--- src/dcache_settings.svh ---
`ifndef DCACHE_SETTINGS_SVH
`define DCACHE_SETTINGS_SVH

// ----------------------------------------
// Address and data geometry
// ----------------------------------------

// Word address from the processor.
`define DC_ADDR_W 24
`define DC_DATA_W 16

// Address split: tag, line index, word offset.
`define DC_TAG_W 16
`define DC_IDX_W 6
`define DC_OFF_W 2

// ----------------------------------------
// Store geometry
// ----------------------------------------
`define DC_LINES 64
`define DC_LINE_WORDS 4

`endif

--- src/dcache_pkg.sv ---
`include "dcache_settings.svh"

package dcache_pkg;

    // One processor request, held until acknowledged.
    typedef struct packed {
        logic                  we;
        logic [`DC_ADDR_W-1:0] addr;
        logic [`DC_DATA_W-1:0] wdata;
        logic [1:0]            sel;
        logic                  cache_en;
    } dc_req_t;

    // Word 0 sits in the low bits.
    typedef logic [`DC_LINE_WORDS-1:0][`DC_DATA_W-1:0] dc_line_t;

    typedef struct packed {
        logic [`DC_TAG_W-1:0] tag;
        logic                 valid;
        logic                 dirty;
    } dc_tag_entry_t;

    typedef enum logic [2:0] {
        IDLE,
        LOOKUP,
        WRITEBACK,
        FILL,
        MERGE,
        UNCACHED
    } dc_state_t;

    typedef enum logic [1:0] {
        OP_LINE_RD,
        OP_LINE_WR,
        OP_SINGLE
    } wb_kind_t;

    typedef struct packed {
        wb_kind_t              kind;
        logic                  we;
        logic [`DC_ADDR_W-1:0] base_addr;
        logic [1:0]            sel;
        logic [`DC_DATA_W-1:0] wdata;
        dc_line_t              line;
    } wb_op_t;

endpackage

--- src/wb_line_master.sv ---
`timescale 1ns/1ps
`include "dcache_settings.svh"

module wb_line_master import dcache_pkg::*; (
    input  logic                  i_clk,
    input  logic                  i_rst,

    input  logic                  i_op_valid,
    input  wb_op_t                i_op,
    output logic                  o_op_done,
    output dc_line_t              o_line,
    output logic [`DC_DATA_W-1:0] o_rdata,

    output logic                  o_wb_cyc,
    output logic                  o_wb_stb,
    output logic                  o_wb_we,
    output logic [`DC_ADDR_W-1:0] o_wb_adr,
    output logic [`DC_DATA_W-1:0] o_wb_dat,
    output logic [1:0]            o_wb_sel,
    input  logic [`DC_DATA_W-1:0] i_wb_dat,
    input  logic                  i_wb_ack
);

    logic [`DC_OFF_W-1:0] beat;
    logic                 is_line;
    logic                 beat_ack;
    logic                 last_beat;
    dc_line_t             collect;

    assign is_line   = (i_op.kind != OP_SINGLE);
    assign beat_ack  = o_wb_cyc && o_wb_stb && i_wb_ack;
    assign last_beat = !is_line || (&beat);
    assign o_op_done = beat_ack && last_beat;

    // ----------------------------------------
    // Bus cycle and beat counter
    // ----------------------------------------
    always_ff @(posedge i_clk) begin
        if (i_rst) begin
            o_wb_cyc <= 1'b0;
            o_wb_stb <= 1'b0;
            beat     <= '0;
        end else if (!o_wb_cyc) begin
            if (i_op_valid) begin
                o_wb_cyc <= 1'b1;
                o_wb_stb <= 1'b1;
                beat     <= '0;
            end
        end else if (beat_ack) begin
            if (last_beat) begin
                o_wb_cyc <= 1'b0;
                o_wb_stb <= 1'b0;
                beat     <= '0;
            end else begin
                beat <= beat + 1'b1;
            end
        end
    end

    // The operation is held by the controller, so these follow it directly.
    assign o_wb_we  = o_wb_cyc && i_op.we;
    assign o_wb_adr = is_line ? {i_op.base_addr[`DC_ADDR_W-1:`DC_OFF_W], beat}
                              : i_op.base_addr;
    assign o_wb_dat = is_line ? i_op.line[beat] : i_op.wdata;
    assign o_wb_sel = is_line ? 2'b11 : i_op.sel;

    // ----------------------------------------
    // Fetched line assembly
    // ----------------------------------------
    always_ff @(posedge i_clk) begin
        if (beat_ack && !o_wb_we) begin
            collect[beat] <= i_wb_dat;
        end
    end

    // Last word bypasses the register so the line is whole at done.
    always_comb begin
        o_line       = collect;
        o_line[beat] = i_wb_dat;
    end

    assign o_rdata = i_wb_dat;

endmodule

--- config.mk ---
export PLATFORM = sky130hd
export DESIGN_NAME = wb_line_master
export DESIGN_NICKNAME = d
export VERILOG_FILES = /design/src/dcache_pkg.sv /design/src/wb_line_master.sv
export VERILOG_INCLUDE_DIRS = /design/src /design/src/src
export SDC_FILE = /design/constraint.sdc
export NUM_CORES = 1
export LEC_CHECK = 0
export BUFFER_PORTS_ARGS = -buffer_cell sky130_fd_sc_hd__buf_2
export CORE_MARGIN = 2
export CORE_UTILIZATION = 30
export CTS_CLUSTER_DIAMETER = 80
export CTS_CLUSTER_SIZE = 10
export DETAILED_ROUTE_END_ITERATION = 6
export PLACE_DENSITY = 0.67
export REMOVE_ABC_BUFFERS = 1
export SLEW_MARGIN = 20
export SYNTH_ARGS = -nofsm -noshare
export SYNTH_HDL_FRONTEND = slang
export SYNTH_SLANG_ARGS = --single-unit
export TNS_END_PERCENT = 5
--- constraint.sdc ---
create_clock -name i_clk -period 4.6 [get_ports i_clk]
set_input_delay 0.46 -clock i_clk [delete_from_list [all_inputs] [get_ports i_clk]]
set_output_delay 0.46 -clock i_clk [all_outputs]
set_load 0.05 [all_outputs]
==> run_results.csv <==
group,metric,value,unit
timing,finalHoldViolCount,0,
global_route,grt_max_degree,54,
critical_path,critPathRequiredTime,4.14,ns
synthesis,synthTopCellsByArea,"edfxtp_1 (50%), mux2_2 (19%), mux2i_1 (8.3%)",
power_and_ir_drop,power_density,323,nW/um^2
drt,routed_wirelength,10.6,mm
die,coreArea,12600,um^2
timing,finalCritPeriodShare,74.6,%
power_and_ir_drop,p_comb_share,17.7,%
global_route,antenna_found_initial,0,
place,place_congestion,0.673,
status,status,"finished, final reports clean",
global_route,grt_usage,14.5,%
synthesis,syn_area_per_cell,13.6,um^2
critical_path,critPathLaunch,"beat[0]",
clocking,clkTransAtPathRegs,0.05,ns
critical_path,cp-end-kind,"output port",
drt,viasPerCell,4.65,
synthesis,ys_ff_latch,68,
power_and_ir_drop,pwr-share-clk,40.0,%
power_and_ir_drop,pwr-share-seq,42.3,%
hold_path,hold_path_class,"in2reg",
synthesis,synthDominantCellAreaShare,50.0,%
drt,vias,2909,
finish,insertedDiodeCount,0,
synthesis,synth.top_cells.by_count,"edfxtp_1 (64), mux2_2 (64), buf_4 (42)",
critical_path,cp-start-kind,"register",
drt,antenna_left,0,
drt,wl_met1,4.11,mm
drt,wl_per_cell,16.9,um
synthesis,seq_area_frac_synth,52.1,%
synthesis,synth_warnings,0,
clocking,post_cts_buffers,0,
die,fp.dieArea,13700,um^2
clocking,cts_made_buffers,9,
place,dp_hpwl,8.00,mm
drt,dr.pass1.iters,4,
finish,drive_above_1_share,65.2,%
synthesis,synth.distinct_cells,26,
die,fp.dieH,117,um
synthesis,synth_cells,282,
clocking,cts_resized,0,
finish,nets,582,
timing,fin_skew,0.00539,ns
power_and_ir_drop,ir_worst_vdd,208,uV
global_route,grt_pass1_vias,2799,
timing,whs,0.334,ns
power_and_ir_drop,p_sw,0.000447,W
synthesis,synth_ff_type,"edfxtp_1",
clocking,cts_hold_buffers,0,
die,io_pins,255,
clocking,cts-htree-levels,3,
critical_path,crit_type,"reg2out",
critical_path,cp.arrival,2.97,ns
drt,route.met3.wl,1.11,mm
clocking,cts_tree,"done",
timing,finalCriticalPeriod,3.43,ns
clocking,root_buffer,"clkbuf_16",
drt,wl_met2,5.24,mm
place,io_buffers,210,
power_and_ir_drop,p_sw_share,27.5,%
job,cap_violations,0,
synthesis,synth_edf_count,64,
timing,relSlewSlack,31.1,%
timing,rsz0062_at_grt,"false",
timing,max_freq,0.291,GHz
timing,setup_tns,0,ns
die,core.rowCount,41,
synthesis,netlist_area,3840,um^2
clocking,clock_path_buffers,2,
drt,initialDrtViolationCount,103,
drt,drc,0,
die,start_util,30.6,%
synthesis,synth_top_area_cell,"edfxtp_1",
drt,top_layer,"met4",
finish,areaGrowthSynthToFinish,30.8,%
power_and_ir_drop,p_int,0.00117,W
clocking,clock-sinks,68,
global_route,overflow,0,
die,die_x,117,um
timing,finalSetupViolCount,0,
timing,drv_slew,0,
global_route,grt_pass1_wl,14.7,mm
critical_path,worst-path-max-fanout,37,
synthesis,synthArstFlopShare,0,%
clocking,insertion_delay,0.33,ns
timing,worst_slew_pin_slew,1.03,ns
hold_path,worstHoldStart,"i_rst",
critical_path,r2r-start,"beat[0]",
power_and_ir_drop,total_power,0.00162,W
power_and_ir_drop,power_leakage,2.03,nW
## path summary, 6_finish.rpt
path                 end  slack (ns)  cells after the start
max            o_op_done        1.17                      4
min              beat[0]        0.33                      2
max reg2reg  collect[63]        1.93                      2
min reg2reg     o_wb_stb        0.49                      2
## per-stage QoR
stage / utilization [%] / worst slack [ns] / cells / cell area (um^2)
4_1_cts: 39.9 / 1.11 / 626 / 5020
5_1_grt: 40.0 / 0.955 / 626 / 5020
2_1_floorplan: - / 0.474 / 227 / 3450
3_3_place_gp: 37.7 / 1.55 / 610 / 4740
6_report: 40.0 / 1.17 / 626 / 5020
3_5_place_dp: 37.7 / 1.45 / 610 / 4740
## kinds of logic (layout without fill, tap and decap cells)
kind of cell	after synthesis	in the layout	synth area share, %
adder cells (fa/ha/maj)	4	4	1.30
multiplexers	96	96	27.1
buffers and inverters	59	231	10.5
AO/OA/AOI/OAI	22	22	4.59
AND/OR/NAND/NOR	33	33	4.40
flip-flops	68	68	52.1
## layer usage
| metal | track usage, % | up-vias |
|---|---|---|
| met2 | 25.0 | 166 |
| met5 | 1.48 | - |
| met1 | 16.2 | 1377 |
| li1 | - | 1355 |
| met4 | 4.86 | 0 |
| met3 | 6.23 | 11 |
## placed cells by master (no fill, tap or decap), types with 4 or more instances in the layout
cell,count
edfxtp_1,64
clkbuf_16,9
nor2_1,17
ha_1,4
inv_1,4
mux2_2,64
mux2i_1,32
a221oi_1,16
buf_2,210
## layout make-up
| type | instances | area (um^2) |
|---|---|---|
| clock buffers | 14 | 274 |
| repair buffers | 211 | 1060 |
| fillers | 1196 | 7550 |
| well taps | 172 | 215 |
| multi-input cells | 155 | 1450 |
| flip-flops and latches | 68 | 2000 |
| clock inverters | 2 | 10.0 |
| inverters | 4 | 15.0 |
## flip-flops by register name (all words and copies together) (netlist names)
| signal | count |
|---|---|
| o_wb_cyc | 1 |
| o_wb_stb | 1 |
| beat | 2 |
| collect | 64 |
## worst max-delay path, cell delays in order (launching register included)
cell and delay, ns:
dfxtp_2 1.01, ha_1 0.96, inv_1 0.11, a21oi_1 0.25
buf_2 0.31
## power groups by stage
| stage | clock (W) | combinational [W] | sequential (W) |
|---|---|---|---|
| 2_1_floorplan | 0 | 0.000157 | 0.000702 |
| 3_3_place_gp | 0 | 0.000288 | 0.000697 |
| 3_5_place_dp | 0 | 0.000290 | 0.000698 |
| 4_1_cts | 0.000666 | 0.000291 | 0.000685 |
| 5_1_grt | 0.000695 | 0.000305 | 0.000686 |
| 6_report | 0.000649 | 0.000287 | 0.000685 |
Note: power is estimated with default switching activity, not from simulation.
