## config.mk

```make
export PLATFORM = sky130hd
export DESIGN_NAME = dcache_ctrl
export DESIGN_NICKNAME = d
export VERILOG_FILES = /design/src/dcache_pkg.sv /design/src/dcache_ctrl.sv
export VERILOG_INCLUDE_DIRS = /design/src /design/src/src
export SDC_FILE = /design/constraint.sdc
export NUM_CORES = 1
export LEC_CHECK = 0
export BUFFER_PORTS_ARGS = -buffer_cell sky130_fd_sc_hd__buf_2
export CAP_MARGIN = 20
export CORE_AREA = 4 4 162 164
export CTS_BUF_LIST = sky130_fd_sc_hd__clkbuf_4
export DETAILED_ROUTE_END_ITERATION = 16
export DIE_AREA = 0 0 166 168
export GPL_TIMING_DRIVEN = 0
export HOLD_SLACK_MARGIN = 0.12
export PLACE_DENSITY = 0.68
export SYNTH_ARGS = -nofsm -noshare
export SYNTH_HDL_FRONTEND = slang
export SYNTH_SLANG_ARGS = --single-unit
```

## constraint.sdc

```tcl
create_clock -name i_clk -period 10.63 [get_ports i_clk]
set_input_delay 1.5945 -clock i_clk [delete_from_list [all_inputs] [get_ports i_clk]]
set_output_delay 1.5945 -clock i_clk [all_outputs]
set_load 0.02 [all_outputs]
```

## src/dcache_settings.svh

```systemverilog
`ifndef DCACHE_SETTINGS_SVH
`define DCACHE_SETTINGS_SVH

// ----------------------------------------
// Address and data geometry
// ----------------------------------------

// Word address from the processor.
`define DC_ADDR_W 24
`define DC_DATA_W 16

// Address split: tag, line index, word offset.
`define DC_TAG_W 16
`define DC_IDX_W 6
`define DC_OFF_W 2

// ----------------------------------------
// Store geometry
// ----------------------------------------
`define DC_LINES 64
`define DC_LINE_WORDS 4

`endif

```

## src/dcache_pkg.sv

```systemverilog
`include "dcache_settings.svh"

package dcache_pkg;

    // One processor request, held until acknowledged.
    typedef struct packed {
        logic                  we;
        logic [`DC_ADDR_W-1:0] addr;
        logic [`DC_DATA_W-1:0] wdata;
        logic [1:0]            sel;
        logic                  cache_en;
    } dc_req_t;

    // Word 0 sits in the low bits.
    typedef logic [`DC_LINE_WORDS-1:0][`DC_DATA_W-1:0] dc_line_t;

    typedef struct packed {
        logic [`DC_TAG_W-1:0] tag;
        logic                 valid;
        logic                 dirty;
    } dc_tag_entry_t;

    typedef enum logic [2:0] {
        IDLE,
        LOOKUP,
        WRITEBACK,
        FILL,
        MERGE,
        UNCACHED
    } dc_state_t;

    typedef enum logic [1:0] {
        OP_LINE_RD,
        OP_LINE_WR,
        OP_SINGLE
    } wb_kind_t;

    typedef struct packed {
        wb_kind_t              kind;
        logic                  we;
        logic [`DC_ADDR_W-1:0] base_addr;
        logic [1:0]            sel;
        logic [`DC_DATA_W-1:0] wdata;
        dc_line_t              line;
    } wb_op_t;

endpackage

```

## src/dcache_ctrl.sv

```systemverilog
`timescale 1ns/1ps
`include "dcache_settings.svh"

module dcache_ctrl import dcache_pkg::*; (
    input  logic                  i_clk,
    input  logic                  i_rst,

    input  logic                  i_req,
    input  dc_req_t               i_cpu_req,
    output logic                  o_ack,
    output logic [`DC_DATA_W-1:0] o_rdata,

    output logic [`DC_IDX_W-1:0]  o_idx,
    output logic                  o_tag_we,
    output dc_tag_entry_t         o_tag_wr,
    input  dc_tag_entry_t         i_tag_rd,
    output logic                  o_line_we,
    output dc_line_t              o_line_wr,
    input  dc_line_t              i_line_rd,

    output logic                  o_op_valid,
    output wb_op_t                o_op,
    input  logic                  i_op_done,
    input  dc_line_t              i_op_line,
    input  logic [`DC_DATA_W-1:0] i_op_rdata
);

    dc_state_t             state;
    dc_state_t             state_nxt;
    dc_line_t              work_line;
    dc_line_t              merged_line;
    logic [`DC_TAG_W-1:0]  victim_tag;
    logic [`DC_TAG_W-1:0]  req_tag;
    logic [`DC_OFF_W-1:0]  req_off;
    logic                  hit;
    logic                  victim_dirty;

    function automatic logic [`DC_DATA_W-1:0] merge_word(
        input logic [`DC_DATA_W-1:0] old_word,
        input logic [`DC_DATA_W-1:0] new_word,
        input logic [1:0]            sel
    );
        logic [`DC_DATA_W-1:0] res;
        res = old_word;
        if (sel[0]) begin
            res[7:0] = new_word[7:0];
        end
        if (sel[1]) begin
            res[15:8] = new_word[15:8];
        end
        return res;
    endfunction

    assign req_tag = i_cpu_req.addr[`DC_ADDR_W-1 -: `DC_TAG_W];
    assign o_idx   = i_cpu_req.addr[`DC_OFF_W +: `DC_IDX_W];
    assign req_off = i_cpu_req.addr[`DC_OFF_W-1:0];

    // Store outputs are valid in LOOKUP for the index read in IDLE.
    assign hit          = i_tag_rd.valid && (i_tag_rd.tag == req_tag);
    assign victim_dirty = i_tag_rd.valid && i_tag_rd.dirty;

    always_comb begin
        merged_line          = work_line;
        merged_line[req_off] = merge_word(work_line[req_off], i_cpu_req.wdata,
                                          i_cpu_req.sel);
    end

    // ----------------------------------------
    // State machine
    // ----------------------------------------
    always_comb begin
        state_nxt = state;
        case (state)
            IDLE: begin
                if (i_req) begin
                    state_nxt = i_cpu_req.cache_en ? LOOKUP : UNCACHED;
                end
            end
            LOOKUP: begin
                if (hit) begin
                    state_nxt = i_cpu_req.we ? MERGE : IDLE;
                end else begin
                    state_nxt = victim_dirty ? WRITEBACK : FILL;
                end
            end
            WRITEBACK: if (i_op_done) state_nxt = FILL;
            FILL: begin
                if (i_op_done) begin
                    state_nxt = i_cpu_req.we ? MERGE : IDLE;
                end
            end
            MERGE: state_nxt = IDLE;
            UNCACHED: if (i_op_done) state_nxt = IDLE;
            default: state_nxt = IDLE;
        endcase
    end

    always_ff @(posedge i_clk) begin
        if (i_rst) begin
            state <= IDLE;
        end else begin
            state <= state_nxt;
        end
    end

    // Hit line or victim, then the fetched line on a fill.
    always_ff @(posedge i_clk) begin
        if (state == LOOKUP) begin
            work_line  <= i_line_rd;
            victim_tag <= i_tag_rd.tag;
        end else if (state == FILL && i_op_done) begin
            work_line <= i_op_line;
        end
    end

    // ----------------------------------------
    // Stores, memory operation, CPU reply
    // ----------------------------------------
    always_comb begin
        o_tag_we  = 1'b0;
        o_line_we = 1'b0;
        o_tag_wr  = '{tag: req_tag, valid: 1'b1, dirty: 1'b0};
        o_line_wr = i_op_line;
        if (state == FILL && i_op_done) begin
            o_tag_we  = 1'b1;
            o_line_we = 1'b1;
        end else if (state == MERGE) begin
            o_tag_we       = 1'b1;
            o_line_we      = 1'b1;
            o_tag_wr.dirty = 1'b1;
            o_line_wr      = merged_line;
        end
    end

    always_comb begin
        o_op.kind      = OP_SINGLE;
        o_op.we        = i_cpu_req.we;
        o_op.base_addr = i_cpu_req.addr;
        o_op.sel       = i_cpu_req.sel;
        o_op.wdata     = i_cpu_req.wdata;
        o_op.line      = work_line;
        if (state == WRITEBACK) begin
            o_op.kind      = OP_LINE_WR;
            o_op.we        = 1'b1;
            o_op.base_addr = {victim_tag, o_idx, {`DC_OFF_W{1'b0}}};
        end else if (state == FILL) begin
            o_op.kind      = OP_LINE_RD;
            o_op.we        = 1'b0;
            o_op.base_addr = {req_tag, o_idx, {`DC_OFF_W{1'b0}}};
        end
    end

    assign o_op_valid = (state == WRITEBACK) || (state == FILL) || (state == UNCACHED);

    assign o_ack = (state == LOOKUP && hit && !i_cpu_req.we)
                || (state == FILL && i_op_done && !i_cpu_req.we)
                || (state == MERGE)
                || (state == UNCACHED && i_op_done);

    always_comb begin
        case (state)
            FILL:     o_rdata = i_op_line[req_off];
            UNCACHED: o_rdata = i_op_rdata;
            default:  o_rdata = i_line_rd[req_off];
        endcase
    end

endmodule

```

==> results.cfg, run 1 <==
[sta]
finalMaxSlewViolations = 0
fin_skew_ns = 0.01959
finalSetupTns_ns = 0
fin_crit_sh = 0.4695
grt_setup_unrepaired = no
period_needed_ns = 4.990
max_slew_margin = 0.2670
max_freq_ghz = 0.2004
hold_violations = 0
tightest_slew_ns = 1.100
setup_viol_count_final = 0

[setup_path]
crit_required_ns = 9.04
critPathArrivalTime_ns = 3.40
critPathLaunchType = input pin
crit_path_end_kind = output pin
critPathMaxFanout = 10
path_common_cell = buf_2
critPathMaxStageDelay_ns = 0.72
worst-r2r-setup-slack_ns = 8.70
critical_path_class = input pin to output pin
path_cells = buf_2 > buf_1 > mux4_2 > a22oi_1 > nand2_1 > buf_2
cp.buffers_inverters = 3
critical-path-top-delay-family = buffers and inverters
cp_slowest_cell = buf_1

[drt]
drt_iter0_drc = 619
detail_route.first_pass.iterations = 5
viasPerCell = 5.229
drt_wl_total_um = 35200
routed-via-count = 7200
ant_nets = 0
post-route-drc-count = 0
wire_per_inst_um = 25.56

[final_layout]
nets = 1252
multi_input_area_mm2 = 0.003721
final_cell_mix = buf_2, edfxtp_1, a21oi_1, mux2_2, nor2_1
area_growth_syn_to_layout_pct = 40.15
regArea_mm2 = 0.002462
layout-drive-gt1-share = 0.5956
fin_util = 0.3864
nFillCells = 2526
mostFrequentLayoutCell = buf_2

[cts]
cts-resized-gates = 0
cts_made_buffers = 9
clockBufferDepth = 2
clk_latency_ns = 0.46
clkTransAtPathRegs_ns = 0.14
cts.sinks = 83
postCtsSetupRepairBufs = 0
cts_hold_buf = 0
cts_tree = built
cts_htree_levels = 3
root_buffer = clkbuf_4

[yosys]
ys_seq_elements = 83
synth_top_cell_by_area = edfxtp_1
yosys-top-cells-area = edfxtp_1, mux2_2, mux2i_1
synth_cell_type_count = 48
synth_area_mm2 = 0.006863
synth_edf_count = 80
ys.flop_type = edfxtp_1
syn_nets = 821
async_flop_share = 0
avgSynthCellArea_um2 = 11.23
synth_cells = 611
synth.top_cell.area_share = 0.3500
ys_seq_area_frac = 0.3588
yosys_warnings = 0

[global_route]
grt_pass1_vias = 7259
grt_util_all_layers = 0.2384
grt_pass1_wl_um = 49160
overflow = 0
antenna_found_initial = 2
grt_start_max_net_pins = 28

[placement]
dp_hpwl_um = 27030
portBuffers = 418
place.gp.congestion = 0.9180

[run]
maxCapViolations = 0

[pwr]
pwr_density_cell_mw_per_mm2 = 205.1
vdd_drop_max_mv = 0.08436
leakage_nw = 4.583

[die]
dieArea_mm2 = 0.02789
core_mm2 = 0.02489
die-width_um = 166
pin_count = 427
start_util = 0.2757
die_h_um = 168
rows = 58

[run_status]
status = finished, final reports clean

[hold_path]
hp-class = flop to flop
==> power by group <==
group	internal, mW	total [mW]	switching (mW)	leakage (nW)
logic	0.407	1.13	0.722	3.70
registers	0.521	0.580	0.0590	0.777
clock network	0.140	0.264	0.123	0.103
==> cells in the mapped netlist, types with 4 or more instances <==
master	n
mux4_1	11
xnor2_1	5
a21oi_1	69
edfxtp_1	80
buf_2	24
mux2_1	14
a22oi_1	17
nand2_1	36
nand3b_1	4
nor3_1	6
mux2_2	66
buf_1	4
xor2_1	11
mux4_2	21
nor2_1	66
mux2i_1	65
buf_6	5
buf_4	56
==> state kept, by name (all words and copies together) (netlist names) <==
name / cells
state: 3
o_op: 64
victim_tag: 16
==> cell type report <==
class | count | area share
Sequential cell | 83 | 0.2560
Tap cell | 330 | 0.04293
Timing Repair Buffer | 420 | 0.2217
Antenna cell | 1 | 0.0002602
Inverter | 3 | 0.001171
Buffer | 94 | 0.07064
Clock buffer | 9 | 0.007025
Multi-Input combinational cell | 431 | 0.3869
Clock inverter | 6 | 0.01340
==> worst paths after layout <==
path,start,endpoint,depth (start not counted)
worst max register to register,state[2],o_op[60],6
worst min-delay path,state[2],state[2],3
worst max-delay path,i_cpu_req[20],o_rdata[0],6
worst min register to register,state[2],state[2],3
==> worst reg2reg max path: cells and delay by family, from the launching register on <==
| family | cells | cell delay [ns] |
|---|---|---|
| buffers and inverters | 3 | 0.66 |
| multiplexers | 1 | 0.37 |
| flip-flops | 1 | 0.33 |
| AND/OR/NAND/NOR | 2 | 0.32 |
==> through the flow <==
stage          hold slack (ns)  total power [mW]  instances  cell area (um2)  setup WS, ns
3_5_place_dp            0.7355             1.714       1361             9419         5.637
6_report                0.7493             1.973       1377             9618         5.640
2_1_floorplan           0.6723             1.266        611             6863         5.356
5_1_grt                 0.8128             2.056       1377             9618         5.548
4_1_cts                 0.7550             1.981       1376             9615         5.620
3_3_place_gp            0.7175             1.699       1359             9368         3.188
==> routing by layer <==
layer	wire length, um	GRT usage
met1	13830	0.3009
met2	16940	0.3981
met3	3103	0.05424
met4	1324	0.09397
met5	8	0
==> logic make-up after synthesis <==
logic type             after synthesis  share of synthesized area
multiplexers                       177                     0.3371
AND/OR/NAND/NOR                    140                     0.1001
AO/OA/AOI/OAI                       97                    0.08241
buffers and inverters               97                     0.1006
flip-flops                          83                     0.3588
XOR/XNOR                            16                    0.02042
other                                1                  0.0005464
Note: power is estimated with default switching activity, not from simulation.
==> run 2: changes to the inputs <==
Settings changed: PLACE_DENSITY 0.68 to 0.7.
Clock period 10.63 ns to 4.2 ns, I/O delays scaled along.
==> results.cfg, run 2 (synthesized netlist as in run 1, its figures left out) <==
[run_status]
status = finished, final reports clean

[placement]
dp_cells = 1362
dp_hpwl_um = 27470
place.gp.congestion = 0.9138
portBuffers = 418
placed_area_mm2 = 0.009434

[setup_path]
crit_path_end_kind = output pin
crit_required_ns = 3.57
critPathLaunchType = flop
critical_path_class = flop to output pin
critPathArrivalTime_ns = 2.78
worst-r2r-setup-slack_ns = 2.25
critPathMaxFanout = 10

[cts]
cts_hold_buf = 0
root_buffer = clkbuf_4
cts_tree = built
clockBufferDepth = 2
cts-resized-gates = 0
clkTransAtPathRegs_ns = 0.16
postCtsSetupRepairBufs = 0
clk_latency_ns = 0.47
cts_made_buffers = 9
cts_htree_levels = 3
cts.sinks = 83

[die]
core_mm2 = 0.02489
rows = 58
pin_count = 427
dieArea_mm2 = 0.02789
start_util = 0.2757
die_h_um = 168
die-width_um = 166

[sta]
max_slew_margin = 0.2157
hold_violations = 0
fin_skew_ns = 0.02649
finalMaxSlewViolations = 0
tightest_slew_ns = 1.176
period_needed_ns = 3.414
finalSetupTns_ns = 0
hold_ws_ns = 0.3391
fin_crit_sh = 0.8130
grt_setup_unrepaired = no
setup_viol_count_final = 0
max_freq_ghz = 0.2929

[pwr]
leakage_nw = 4.582
pwr_density_cell_mw_per_mm2 = 520.1
vdd_drop_max_mv = 0.3502

[drt]
ant_nets = 0
drt_wl_total_um = 36210
drt_iter0_drc = 575
post-route-drc-count = 0
detail_route.first_pass.iterations = 5
routed-via-count = 7183
viasPerCell = 5.209
wire_per_inst_um = 26.26

[final_layout]
design_area_mm2 = 0.009620
layout-drive-gt1-share = 0.5964
largest_register_ffs = 64
area_growth_syn_to_layout_pct = 40.18
mostFrequentLayoutCell = buf_2
regArea_mm2 = 0.002462
nets = 1253
fin_cells = 1379
fin_util = 0.3865
multi_input_area_mm2 = 0.003721
final_cell_mix = buf_2, edfxtp_1, a21oi_1, mux2_2, nor2_1
nFillCells = 2496

[global_route]
overflow = 0
grt_pass1_wl_um = 49620
grt_start_max_net_pins = 28
grt_pass1_vias = 7210
grt_util_all_layers = 0.2442
antenna_found_initial = 2

[run]
maxCapViolations = 0

[hold_path]
hp-class = input pin to flop
==> run 2: cell count changes in the layout (fill, tap and decap cells not counted), sizes merged <==
cell and delta:
clkbuf +2, buf +1, bufinv -1, clkinv -1, clkinvlp +1
==> run 2: stage by stage <==
stage                     total power [mW]  setup WS (ns)
after floorplan                      3.191          1.329
after global placement               4.295        0.06887
after detailed placement             4.363         0.8784
after CTS                            5.011         0.8432
after global routing                 5.206         0.7295
final                                5.003         0.7856
==> run 2: where the power goes <==
group | internal [mW] | leakage (nW) | switching (mW) | total [mW]
clock network | 0.313 | 0.0947 | 0.334 | 0.647
logic | 1.03 | 3.71 | 1.86 | 2.89
registers | 1.32 | 0.777 | 0.145 | 1.46
==> run 2: layer usage <==
metal	part of all wire	wire, um	vias to the layer above	GRT usage
met5	0	0	-	0
met4	0.036	1294	0	0.08501
met3	0.084	3043	84	0.06034
met2	0.48	17220	467	0.4066
met1	0.40	14650	3515	0.3110
li1	-	-	3117	-
==> run 2: path summary, 6_finish.rpt <==
kind	endpoint	from	depth (start not counted)
worst min-delay path	state[1]	i_rst	2
worst max-delay path	o_line_wr[14]	state[1]	7
worst min register to register	state[2]	state[2]	3
worst max register to register	o_op[58]	state[2]	6
==> run 2: critical path, cell delays in order, from the launching register on <==
cell,delay [ns]
dfxtp_1,0.36
buf_2,0.20
nand2b_4,0.19
nor2_4,0.12
buf_1,0.88
nor2_1,0.11
a21oi_1,0.24
buf_2,0.21
==> run 2: layout make-up <==
cell class	count	share of cell area
Multi-Input combinational cell	431	0.3868
Sequential cell	83	0.2559
Timing Repair Buffer	421	0.2232
Buffer	94	0.07062
Tap cell	330	0.04292
Clock inverter	5	0.01053
Clock buffer	11	0.008584
Inverter	3	0.001171
Antenna cell	1	0.0002601
==> run 3: changes to the inputs <==
Settings changed: PLACE_DENSITY 0.7 to 0.68.
Clock period 4.2 ns to 3.45 ns, I/O delays scaled along.
==> results.cfg, run 3 (synthesized netlist as in run 1, its figures left out) <==
[placement]
portBuffers = 418
place.gp.congestion = 0.9249
dp_hpwl_um = 27520
place_ws_ns = 0.4176
placed_area_mm2 = 0.009442
dp_cells = 1362

[cts]
postCtsSetupRepairBufs = 0
cts_tree = built
cts_made_buffers = 9
clkTransAtPathRegs_ns = 0.17
clk_latency_ns = 0.48
cts-resized-gates = 0
root_buffer = clkbuf_4
clockBufferDepth = 2
cts_hold_buf = 0
cts_htree_levels = 3
cts.sinks = 83

[global_route]
overflow = 0
met1_usage = 0.3095
met3_usage = 0.05940
use_met2 = 0.4087
grt_start_max_net_pins = 26
busiest_layer = met2
grt_pass1_wl_um = 49490
grt_util_all_layers = 0.2437
antenna_found_initial = 4
grt_pass1_vias = 7113

[sta]
hold_ws_ns = 0.2192
fin_ws_ns = 0.06969
period_needed_ns = 3.380
fin_crit_sh = 0.9798
max_slew_margin = 0.2412
setup_viol_count_final = 0
finalSetupTns_ns = 0
max_freq_ghz = 0.2958
grt_setup_unrepaired = no
finalMaxSlewViolations = 0
tightest_slew_ns = 1.138
fin_skew_ns = 0.02217
hold_violations = 0

[pwr]
leakage_nw = 4.585
pwr_density_cell_mw_per_mm2 = 631.7
vdd_drop_max_mv = 0.2441
p_seq_frac = 0.292
totalPowerFinal_mw = 6.085
combPwrFrac = 0.578
switching_share = 0.4657
p_clk_frac = 0.130
p_sw_mw = 2.834
intPower_mw = 3.251

[setup_path]
critPathMaxFanout = 10
worst_r2r_path_depth = 5
r2r-end = o_op[7]
crit_required_ns = 2.93
critical_path_class = flop to output pin
critPathLaunchType = flop
worst-r2r-setup-slack_ns = 1.34
crit_path_end_kind = output pin
crit-reg2reg-launch = state[2]
critPathArrivalTime_ns = 2.86

[hold_path]
hp-class = input pin to flop
min_delay_path_depth = 1
worstHoldStart = i_tag_rd[15]
hold-path-endpoint = victim_tag[13]

[final_layout]
nets = 1253
fin_util = 0.3870
largest_register_ffs = 64
mostFrequentLayoutCell = buf_2
fin_cells = 1381
design_area_mm2 = 0.009633
layout-drive-gt1-share = 0.5964
final_cell_mix = buf_2, edfxtp_1, a21oi_1, mux2_2, nor2_1
area_growth_syn_to_layout_pct = 40.36

[run_status]
status = finished, final reports clean

[drt]
routed-via-count = 7169
viasPerCell = 5.191
drt_wl_total_um = 36000
wire_per_inst_um = 26.07
post-route-drc-count = 0
detail_route.first_pass.iterations = 5
drt_iter0_drc = 843
ant_nets = 0

[die]
core_mm2 = 0.02489
die_h_um = 168
pin_count = 427
die-width_um = 166
rows = 58
start_util = 0.2757
dieArea_mm2 = 0.02789

[run]
maxCapViolations = 0
-- run 3: routing by layer --
metal | vias to the layer above | wire (um)
met4 | 2 | 1108
met3 | 70 | 3233
met2 | 481 | 17370
met5 | - | 16
li1 | 3123 | -
met1 | 3493 | 14270
-- run 3: worst max path at each step --
stage             startpoint       endpoint  cells past startpoint
5_1_grt             state[1]  o_line_wr[12]                      7
3_3_place_gp       i_op_done       o_op[57]                      3
6_report            state[1]  o_line_wr[12]                      7
3_5_place_dp   i_cpu_req[20]     o_rdata[8]                      6
2_1_floorplan       state[1]        o_op[0]                      2
4_1_cts             state[1]  o_line_wr[12]                      7
-- run 3: layout make-up --
| type | count | area, um2 |
|---|---|---|
| Antenna cell | 3 | 7.507 |
| Buffer | 94 | 679.4 |
| Clock buffer | 11 | 82.58 |
| Clock inverter | 5 | 101.3 |
| Fill cell | 2496 | 15260 |
| Inverter | 3 | 11.26 |
| Multi-Input combinational cell | 431 | 3721 |
| Sequential cell | 83 | 2462 |
| Tap cell | 330 | 412.9 |
| Timing Repair Buffer | 421 | 2155 |
-- run 3: power by group through the flow --
stage               combinational, mW  clock (mW)  sequential, mW
floorplan                        1.78           0            2.11
global placement                 3.41           0            1.81
detailed placement               3.52           0            1.79
CTS                              3.52       0.803            1.77
global route                     3.69       0.837            1.81
finish                           3.52       0.792            1.78
-- run 3: worst max-delay path, stage by stage (launching register included) --
cell	delay [ns]
dfxtp_1	0.36
buf_2	0.21
nand2b_4	0.19
nor2_4	0.13
buf_1	0.86
nor2_1	0.09
a21oi_1	0.30
buf_2	0.24
